File: src/verilog/blueprint_pkg.sv
// --------------------
// Raster sizes, sprite table layout and shared types
// of the sprite video path
// --------------------
package blueprint_pkg;

	// --------------------
	// Raster geometry, counted in pixels and lines
	localparam int h_total  = 320;
	localparam int h_active = 256;
	localparam int v_total  = 264;
	// First and last+1 visible line
	localparam int v_first  = 16;
	localparam int v_last   = 240;

	// Sync start positions before centering, and sync widths
	localparam int hs_base  = 280;
	localparam int vs_base  = 248;
	localparam int hs_width = 32;
	localparam int vs_width = 4;

	// --------------------
	// Sprite table
	localparam int sprite_count    = 64;
	localparam int sprite_x_offset = 2;
	// Screen y of a sprite is 240 minus byte 0, drawn one line higher
	localparam int spr_y_base      = 239;

	typedef logic [8:0] cnt_t;

	// Four bytes per sprite: y, code, flags, x
	typedef struct packed {
		logic [5:0] index;
		logic [1:0] num;
	} spr_addr_t;

	// One 8 pixel row per address, 16 rows per code
	typedef struct packed {
		logic [7:0] code;
		logic [3:0] row;
	} gfx_addr_t;

	typedef struct packed {
		logic [7:0] r;
		logic [7:0] b;
		logic [7:0] g;
	} gfx_row_t;

	// Red in bit 0, all zero is transparent
	typedef struct packed {
		logic g;
		logic b;
		logic r;
	} spr_pix_t;

	typedef logic [4:0] colour_t;

	localparam colour_t full_level = 5'd31;

endpackage

File: src/verilog/video_if.sv
// --------------------
// Raster bus and sprite pixel write bus
// --------------------

// Counters and blanking, all stepping on the pixel strobe
interface raster_if;
	logic                cen;
	blueprint_pkg::cnt_t h_cnt;
	blueprint_pkg::cnt_t v_cnt;
	logic                hblank;
	logic                vblank;
	// One clock wide, on the strobe that wraps h_cnt to 0
	logic                line_start;

	modport source (output cen, h_cnt, v_cnt, hblank, vblank, line_start);
	modport sink (input cen, h_cnt, v_cnt, hblank, vblank, line_start);
endinterface

// Writes into the back line buffer
interface sprite_wr_if;
	logic                    wr;
	logic [7:0]              x;
	blueprint_pkg::spr_pix_t pix;
	// Write zero instead of pix
	logic                    clear;

	modport source (output wr, x, pix, clear);
	modport sink (input wr, x, pix, clear);
endinterface

File: src/verilog/sprite_scanner.sv
// --------------------
// Per line sprite scanner, run in HBlank
// Clears the back buffer, then draws every sprite hit on the next line
// --------------------
module sprite_scanner (
	input  logic                     clk_49m,
	input  logic                     reset,
	raster_if.sink                   raster,
	output blueprint_pkg::spr_addr_t spr_raddr_o,
	input  byte                      spr_rdata_i,
	output blueprint_pkg::gfx_addr_t gfx_raddr_o,
	input  blueprint_pkg::gfx_row_t  gfx_rdata_i,
	sprite_wr_if.source              wr
);
	localparam blueprint_pkg::cnt_t start_h = blueprint_pkg::cnt_t'(blueprint_pkg::h_active - 1);
	localparam blueprint_pkg::cnt_t y_adj   = blueprint_pkg::cnt_t'(blueprint_pkg::v_first - 1);
	localparam blueprint_pkg::cnt_t y_base  = blueprint_pkg::cnt_t'(blueprint_pkg::spr_y_base);
	localparam logic [5:0] last_idx = 6'(blueprint_pkg::sprite_count - 1);

	typedef enum logic [3:0] {
		s_idle,
		s_clear,
		s_seed,
		s_byte2,
		s_flag,
		s_byte1,
		s_byte3,
		s_gfx,
		s_pix
	} scan_state_t;

	scan_state_t             state;
	logic [7:0]              clr_x;
	logic [5:0]              idx;
	blueprint_pkg::cnt_t     y_line;
	blueprint_pkg::cnt_t     line_in;
	logic                    hit;
	logic                    prev_flipy;
	logic [3:0]              row;
	logic                    flip_x;
	logic [7:0]              x_base;
	logic [2:0]              pix_k;
	logic [2:0]              bit_sel;
	blueprint_pkg::spr_pix_t pix;

	// Row of the sprite on the target line, from byte 0
	assign line_in = y_line - y_base + {1'b0, spr_rdata_i};
	assign hit     = line_in[8:4] == 5'd0;

	// Flip X reads the planes from bit 0 upwards
	assign bit_sel = flip_x ? pix_k : 3'd7 - pix_k;
	assign pix.r   = gfx_rdata_i.r[bit_sel];
	assign pix.b   = gfx_rdata_i.b[bit_sel];
	assign pix.g   = gfx_rdata_i.g[bit_sel];

	// --------------------
	// Sprite RAM address, decoded from the state
	always_comb begin
		case (state)
			// Byte 2 of the last sprite seeds the flip Y chain
			s_clear: spr_raddr_o = '{index: last_idx, num: 2'd2};
			s_seed:  spr_raddr_o = '{index: idx, num: 2'd0};
			s_byte2: spr_raddr_o = '{index: idx, num: 2'd2};
			s_byte1: spr_raddr_o = '{index: idx, num: 2'd1};
			s_byte3: spr_raddr_o = '{index: idx, num: 2'd3};
			// Byte 0 of the next sprite
			default: spr_raddr_o = '{index: idx + 1'b1, num: 2'd0};
		endcase
	end

	// Line buffer writes, clear pass first, then opaque pixels only
	always_comb begin
		wr.wr    = 1'b0;
		wr.clear = 1'b0;
		wr.x     = clr_x;
		wr.pix   = pix;
		if (state == s_clear) begin
			wr.wr    = 1'b1;
			wr.clear = 1'b1;
		end else if (state == s_pix) begin
			wr.wr = pix != '0;
			wr.x  = x_base + {5'd0, pix_k} + 8'(blueprint_pkg::sprite_x_offset);
		end
	end

	// --------------------
	// Scan FSM
	always_ff @(posedge clk_49m) begin
		if (!reset) begin
			state <= s_idle;
			clr_x <= '0;
			idx   <= '0;
			pix_k <= '0;
		end else begin
			case (state)
				s_idle: begin
					// Starts as h_cnt steps to 256
					if (raster.cen && raster.h_cnt == start_h) begin
						// Screen row of the line after this one
						y_line <= raster.v_cnt - y_adj;
						clr_x  <= '0;
						idx    <= '0;
						state  <= s_clear;
					end
				end
				s_clear: begin
					clr_x <= clr_x + 1'b1;
					if (clr_x == 8'd255) begin
						state <= s_seed;
					end
				end
				s_seed: begin
					prev_flipy <= spr_rdata_i[7];
					state      <= s_byte2;
				end
				s_byte2: begin
					// Flip Y comes from the sprite before this one
					row   <= prev_flipy ? 4'd15 - line_in[3:0] : line_in[3:0];
					state <= hit ? s_byte1 : s_flag;
				end
				s_flag: begin
					// Miss, keep only the flip Y bit for the next sprite
					prev_flipy <= spr_rdata_i[7];
					idx        <= idx + 1'b1;
					state      <= (idx == last_idx) ? s_idle : s_byte2;
				end
				s_byte1: begin
					flip_x     <= spr_rdata_i[6];
					prev_flipy <= spr_rdata_i[7];
					state      <= s_byte3;
				end
				s_byte3: begin
					gfx_raddr_o <= '{code: spr_rdata_i, row: row};
					state       <= s_gfx;
				end
				s_gfx: begin
					x_base <= spr_rdata_i;
					pix_k  <= '0;
					state  <= s_pix;
				end
				s_pix: begin
					// Graphics row stays valid while the address holds
					pix_k <= pix_k + 1'b1;
					if (pix_k == 3'd7) begin
						idx   <= idx + 1'b1;
						state <= (idx == last_idx) ? s_idle : s_byte2;
					end
				end
				default: state <= s_idle;
			endcase
		end
	end
endmodule

File: src/flat_wrapper.sv
// flat-port wrapper written by rule: the top's interface ports become plain ports
module sprite_scanner_flat 
  (clk_49m, reset, spr_raddr_o, spr_rdata_i, gfx_raddr_o, gfx_rdata_i, raster_cen, raster_h_cnt, raster_v_cnt, raster_hblank, raster_vblank, raster_line_start, wr_wr, wr_x, wr_pix, wr_clear);
  raster_if raster_i ();
  sprite_wr_if wr_i ();
  input  logic clk_49m;
  input  logic reset;
  output blueprint_pkg::spr_addr_t spr_raddr_o;
  input  byte spr_rdata_i;
  output blueprint_pkg::gfx_addr_t gfx_raddr_o;
  input  blueprint_pkg::gfx_row_t gfx_rdata_i;
  input wire logic [$bits(raster_i.cen)-1:0] raster_cen;
  input wire logic [$bits(raster_i.h_cnt)-1:0] raster_h_cnt;
  input wire logic [$bits(raster_i.v_cnt)-1:0] raster_v_cnt;
  input wire logic [$bits(raster_i.hblank)-1:0] raster_hblank;
  input wire logic [$bits(raster_i.vblank)-1:0] raster_vblank;
  input wire logic [$bits(raster_i.line_start)-1:0] raster_line_start;
  output wire logic [$bits(wr_i.wr)-1:0] wr_wr;
  output wire logic [$bits(wr_i.x)-1:0] wr_x;
  output wire logic [$bits(wr_i.pix)-1:0] wr_pix;
  output wire logic [$bits(wr_i.clear)-1:0] wr_clear;
  assign raster_i.cen = raster_cen;
  assign raster_i.h_cnt = raster_h_cnt;
  assign raster_i.v_cnt = raster_v_cnt;
  assign raster_i.hblank = raster_hblank;
  assign raster_i.vblank = raster_vblank;
  assign raster_i.line_start = raster_line_start;
  assign wr_wr = wr_i.wr;
  assign wr_x = wr_i.x;
  assign wr_pix = wr_i.pix;
  assign wr_clear = wr_i.clear;
  sprite_scanner u_core (.clk_49m(clk_49m), .reset(reset), .raster(raster_i), .spr_raddr_o(spr_raddr_o), .spr_rdata_i(spr_rdata_i), .gfx_raddr_o(gfx_raddr_o), .gfx_rdata_i(gfx_rdata_i), .wr(wr_i));
endmodule
File: config.mk
export PLATFORM = sky130hd
export DESIGN_NAME = sprite_scanner_flat
export DESIGN_NICKNAME = d
export VERILOG_FILES = /design/src/verilog/blueprint_pkg.sv /design/src/verilog/video_if.sv /design/src/verilog/sprite_scanner.sv /design/src/flat_wrapper.sv
export SDC_FILE = /design/constraint.sdc
export NUM_CORES = 1
export LEC_CHECK = 0
export ABC_AREA = 1
export BUFFER_PORTS_ARGS = -buffer_cell sky130_fd_sc_hd__buf_4
export CORE_MARGIN = 2
export CORE_UTILIZATION = 51
export DETAILED_ROUTE_END_ITERATION = 6
export MAX_ROUTING_LAYER = met4
export PLACE_DENSITY = 0.77
export SYNTH_ARGS = -nofsm -noshare
export SYNTH_HDL_FRONTEND = slang
export SYNTH_SLANG_ARGS = --single-unit
File: constraint.sdc
create_clock -name clk_49m -period 3.35 [get_ports clk_49m]
set_input_delay 0.335 -clock clk_49m [delete_from_list [all_inputs] [get_ports clk_49m]]
set_output_delay 0.335 -clock clk_49m [all_outputs]
set_load 0.1 [all_outputs]
==> flow_summary.yaml, run 1 <==
yosys:
  synth_seq_cells: 56
  ys_seq_area_frac: 0.408
  ys_types: 43
  synth_commonest_cells: "nand2_1, inv_1, edfxtp_1"
  synth_largest_area_cell: "edfxtp_1"
  synth-main-ff-cell: "edfxtp_1"
  ys_top_cells_by_area: "edfxtp_1, dfxtp_1, nand2_1"
  synth.top_cell.area_share: 0.292
  synthCells: 429
  async_reset_ff_frac: 0
  synth.avg_cell_area_sq_um: 8.40
  ys_warn_count: 0
  syn_area_sq_um: 3600
  syn-num-nets: 513
  synth_edf_count: 35
  synth_most_common_cell: "nand2_1"
floorplan:
  rows: 30
  io_pins: 89
  fp.dieH_um: 88.0
  die_area_sq_um: 7750
  start_util: 0.527
  fp.dieW_um: 88.0
  core_area_sq_um: 6830
sta:
  rsz0062_at_grt: "no"
  clock_skew_ns: 0.00637
  fin_crit_sh: 0.935
  final-hold-violation-count: 0
  slew_headroom: 0.326
  fin_tns_setup_ns: 0
  setup_viol: 0
  drv_slew: 0
  worst_slew_pin_slew_ns: 1.00
  min_period_ns: 3.13
  whs_ns: 0.220
  clock.fmax_ghz: 0.319
clocking:
  cts_made_buffers: 5
  cts_root_buffer: "clkbuf_8"
  cts_buffer_depth: 2
  clock_latency_ns: 0.31
  hold_buffers: 0
  clock-sinks: 56
  path_clk_slew_ns: 0.10
  post_cts_buffers: 0
  cts_tree: "yes"
  htree_num_levels: 2
worst_setup_path:
  r2r_slack_ns: 1.13
  r2r_start: "u_core.y_line[1]"
  cp_max_fo: 4
  worstPathRequired_ns: 3.01
  worstPathArrival_ns: 2.80
  start_kind: "flop"
  critical_path_class: "reg2out"
  r2r_end: "u_core.state[0]"
  cp-end-kind: "primary output"
  reg2regPathDepth: 14
drt:
  viasPerCell: 5.01
  drt_iter0_drc: 103
  ant_nets: 0
  drt_wl_total_um: 7620
  drt_first_pass_iters: 4
  wire_per_inst_um: 12.5
  dr_total_vias: 3064
  drc: 0
cells_and_area:
  ff_latch_area_sq_um: 1480
  area_growth_pct: 22.7
  drive_gt1_frac: 0.252
  multi_input_area_sq_um: 1800
  fin_nets: 599
  utilization: 0.647
  final_area_sq_um: 4420
  n_antenna_cell: 0
  fillerInstances: 578
power_and_ir_drop:
  vdd_drop_max_mv: 0.264
  power.internal_uw: 998
  seqPwrFrac: 0.502
  swShare: 0.325
  power_switching_uw: 480
  power_frac_comb: 0.243
  p_leak_uw: 0.00201
  powerDensity_nw_per_um2: 335
  clkPwrFrac: 0.255
min_path:
  hp-start: "spr_rdata_i[4]"
  min_path_cells: 1
  hold_end: "u_core.gfx_raddr_o[8]"
  hold_path.class: "in2reg"
grt:
  grt_pass1_vias: 2923
  grt_pass1_wl_um: 12800
  antenna_found_initial: 0
  overflow: 0
  grt_max_degree: 25
  grt_util_all_layers: 0.216
place:
  port_buffers: 85
  place_area_sq_um: 4310
  gp_congestion: 0.914
  hpwl_um: 6190
status:
  outcome: "finished clean"
flow_run:
  drv_cap: 0
worst max-delay path, stage by stage (launching register included):
cell      delay (ns)
dfxtp_4         0.38
inv_1           0.05
ha_1            0.29
inv_1           0.06
ha_1            0.15
inv_1           0.06
fa_1            0.39
or2_2           0.33
a21boi_2        0.17
nand3_1         0.10
xnor2_1         0.15
nand2_1         0.06
nand2_1         0.11
buf_12          0.18
power groups by stage:
| stage | Clock, uW | Combinational (uW) | Sequential (uW) |
|---|---|---|---|
| finish | 377 | 360 | 742 |
| global route | 411 | 391 | 743 |
| CTS | 387 | 361 | 742 |
| detailed placement | 0 | 360 | 758 |
| global placement | 0 | 356 | 758 |
| floorplan | 0 | 258 | 757 |
area by class of cell:
type / count / area share
Tap cell: 96 / 0.0272
Sequential cell: 56 / 0.334
Inverter: 73 / 0.0623
Clock inverter: 2 / 0.00368
Clock buffer: 6 / 0.0164
Multi-Input combinational cell: 293 / 0.408
Timing Repair Buffer: 86 / 0.149
metal layers:
metal,vias to the layer above,share of wire,GRT usage
met5,-,0,-
met4,0,0.016,0.0661
met3,10,0.072,0.0377
met2,96,0.49,0.368
met1,1366,0.42,0.263
li1,1592,-,-
state kept, by name (all words and copies together), names as in the netlist:
| register | count |
|---|---|
| u_core.prev_flipy | 1 |
| u_core.pix_k | 3 |
| u_core.idx | 6 |
| u_core.state | 4 |
| u_core.row | 4 |
| u_core.clr_x | 8 |
| u_core.x_base | 8 |
| u_core.y_line | 9 |
| u_core.flip_x | 1 |
| u_core.gfx_raddr_o | 12 |
cells in the final DEF (no fill, tap or decap), drive strengths merged, types with 3 or more instances in the layout:
| cell | count |
|---|---|
| clkbuf | 6 |
| dfxtp | 21 |
| a2bb2oi | 3 |
| nand3 | 28 |
| clkinv | 3 |
| a21oi | 22 |
| xor2 | 15 |
| ha | 26 |
| nand2 | 103 |
| xnor2 | 6 |
| inv | 71 |
| nand4 | 4 |
| buf | 86 |
| o21ai | 21 |
| a22oi | 5 |
| edfxtp | 35 |
| o211ai | 12 |
| nor2 | 29 |
| nor3 | 6 |
worst max-delay path by stage:
stage	start	endpoint	cells after the start
after floorplan	u_core.state[1]	spr_raddr_o[6]	8
after global placement	u_core.pix_k[1]	wr_x[7]	13
after detailed placement	u_core.pix_k[1]	wr_x[7]	13
after CTS	u_core.pix_k[1]	wr_x[7]	13
after global routing	u_core.pix_k[1]	wr_x[7]	13
final	u_core.pix_k[1]	wr_x[7]	13
timing repair:
item,4_1_cts,5_1_grt
setup endpoints to repair,1,1
resized for setup,1,5
endpoints found under the hold margin,0,0
kinds of logic (layout without fill, tap and decap cells):
group | after synthesis | in the layout | share of synthesized area
simple gates | 174 | 174 | 0.216
xor+xnor | 21 | 21 | 0.0531
buf+inv | 80 | 167 | 0.0941
compound gates | 70 | 70 | 0.126
fa+ha+maj | 28 | 28 | 0.101
flops | 56 | 56 | 0.408
stage by stage:
step           std cells  power [uW]  setup WS [ns]
5_1_grt              612        1540        0.00760
2_1_floorplan        429        1010         0.0461
6_report             612        1480          0.217
3_5_place_dp         604        1120          0.345
4_1_cts              612        1490         0.0264
3_3_place_gp         604        1110          0.467
Note: power is estimated with default switching activity, not from simulation.
==> inputs of run 2 (changes only) <==
--- a/config.mk
+++ b/config.mk
@@ -12,6 +12,7 @@
 export DETAILED_ROUTE_END_ITERATION = 6
 export MAX_ROUTING_LAYER = met4
 export PLACE_DENSITY = 0.77
+export SETUP_SLACK_MARGIN = 0.4
 export SYNTH_ARGS = -nofsm -noshare
 export SYNTH_HDL_FRONTEND = slang
 export SYNTH_SLANG_ARGS = --single-unit
==> run 2 against run 1 <==
Against the previous run:
- clock skew rose by 0.00075 ns
- critical endpoint unchanged
- non-clock buffer count rose by 2
- setup slack gained 0.21 ns
- sequential share of layout area down 0.48 points
- register-to-register slack lost 0.06 ns
- worst hold slack better by 0.0073 ns
==> flow_summary.yaml, run 2 (synthesized netlist as in run 1, its figures left out) <==
status:
  outcome: "finished clean"
grt:
  overflow: 0
  grt_util_all_layers: 0.212
  grt_max_degree: 25
  grt_pass1_wl_um: 12600
  grt_pass1_vias: 2867
  antenna_found_initial: 0
sta:
  fin_ws_ns: 0.432
  fin_crit_sh: 0.871
  slew_headroom: 0.290
  final-hold-violation-count: 0
  fin_tns_setup_ns: 0
  clock_skew_ns: 0.00712
  min_period_ns: 2.92
  worst_slew_pin_slew_ns: 1.06
  clock.fmax_ghz: 0.343
  setup_viol: 0
  drv_slew: 0
  rsz0062_at_grt: "yes"
worst_setup_path:
  worstPathArrival_ns: 2.58
  cp-end-kind: "primary output"
  cp_max_fo: 3
  worstPathRequired_ns: 3.01
  start_kind: "flop"
  critical_path_class: "reg2out"
clocking:
  htree_num_levels: 2
  cts_root_buffer: "clkbuf_8"
  cts_buffer_depth: 2
  path_clk_slew_ns: 0.10
  cts_tree: "yes"
  clock_latency_ns: 0.31
  cts_made_buffers: 5
  clock-sinks: 56
cells_and_area:
  top_regs: "u_core.gfx_raddr_o (12), u_core.y_line (9)"
  final_cell_mix: "nand2_1, buf_4, inv_1"
  n_antenna_cell: 0
  final_area_sq_um: 4480
  area_growth_pct: 24.5
  drive_gt1_frac: 0.268
  regMostFlops: "u_core.gfx_raddr_o"
  fin_nets: 601
  layout_commonest_cell: "nand2_1"
  largest_reg_flops: 12
drt:
  wire_per_inst_um: 13.0
  drc: 0
  ant_nets: 0
  drt_first_pass_iters: 4
  dr_total_vias: 3133
  drt_wl_total_um: 7990
  drt_iter0_drc: 153
  viasPerCell: 5.10
power_and_ir_drop:
  seqPwrFrac: 0.502
  p_leak_uw: 0.00204
  powerDensity_nw_per_um2: 330
  power_switching_uw: 480
  clkPwrFrac: 0.252
  vdd_drop_max_mv: 0.195
  power_frac_comb: 0.246
  swShare: 0.325
  power.internal_uw: 998
min_path:
  hold_path.class: "in2reg"
floorplan:
  fp.dieW_um: 88.0
  core_area_sq_um: 6830
  start_util: 0.527
  rows: 30
  die_area_sq_um: 7750
  io_pins: 89
  fp.dieH_um: 88.0
place:
  place_ws_ns: 0.433
  gp_congestion: 0.904
  hpwl_um: 6300
  place_area_sq_um: 4320
  port_buffers: 85
flow_run:
  drv_cap: 0
## run 2: changes by cell type in the layout (fill, tap and decap cells not counted), sizes merged
| cell | before | now |
|---|---|---|
| inv | 71 | 72 |
| clkbuf | 6 | 5 |
| buf | 86 | 88 |
## run 2: what timing repair did
action,CTS,global route
setup buffers,1,2
setup endpoints to repair,2,3
hold buffers,0,0
resized for setup,8,6
pin swaps,1,5
hold endpoints to repair,0,0
## run 2: critical path, cell delays in order (launching register included)
cell and delay (ns):
dfxtp_4 0.36, inv_1 0.04, ha_1 0.28, inv_1 0.06, ha_2 0.17, inv_1 0.05, fa_2 0.33, or2_4 0.25
a21boi_4 0.16, nand3_2 0.08, xnor2_1 0.15, nand2_1 0.08, nand2_2 0.09, buf_12 0.17
## run 2: metrics by stage
| stage | std cells | util | total power (uW) | hold WS (ns) |
|---|---|---|---|---|
| after floorplan | 429 | - | 1010 | 0.400 |
| after global placement | 603 | 0.633 | 1110 | 0.401 |
| after CTS | 612 | 0.651 | 1490 | 0.216 |
| after global routing | 614 | 0.656 | 1550 | 0.212 |
| after detailed placement | 603 | 0.633 | 1120 | 0.410 |
| final | 614 | 0.656 | 1480 | 0.227 |
## run 2: worst paths after layout
kind	startpoint	endpoint	slack, ns	cells after the start
max	u_core.pix_k[1]	wr_x[7]	0.43	13
min	spr_rdata_i[4]	u_core.gfx_raddr_o[8]	0.23	1
max reg2reg	u_core.y_line[1]	u_core.state[0]	1.07	13
min reg2reg	u_core.row[0]	u_core.gfx_raddr_o[0]	0.43	0
## run 2: power groups by stage
stage               Combinational, uW  Clock, uW  Sequential, uW
finish                            364        373             741
global route                      390        413             742
CTS                               363        388             741
detailed placement                361          0             758
global placement                  355          0             758
floorplan                         258          0             757
## run 2: cell type report
cell class	instances	area, sq um
timing repair buffer	88	681
sequential	56	1480
tap	96	120
fill	582	2350
clock buffer	5	68.8
inverter	73	275
clock inverter	3	21.3
multi-input combinational	293	1840
## run 2: layer usage
layer,track usage,vias to the layer above,share of wire
li1,-,1600,-
met1,0.253,1432,0.43
met2,0.377,93,0.50
met3,0.0358,8,0.059
met4,0.0441,0,0.010
met5,-,-,0
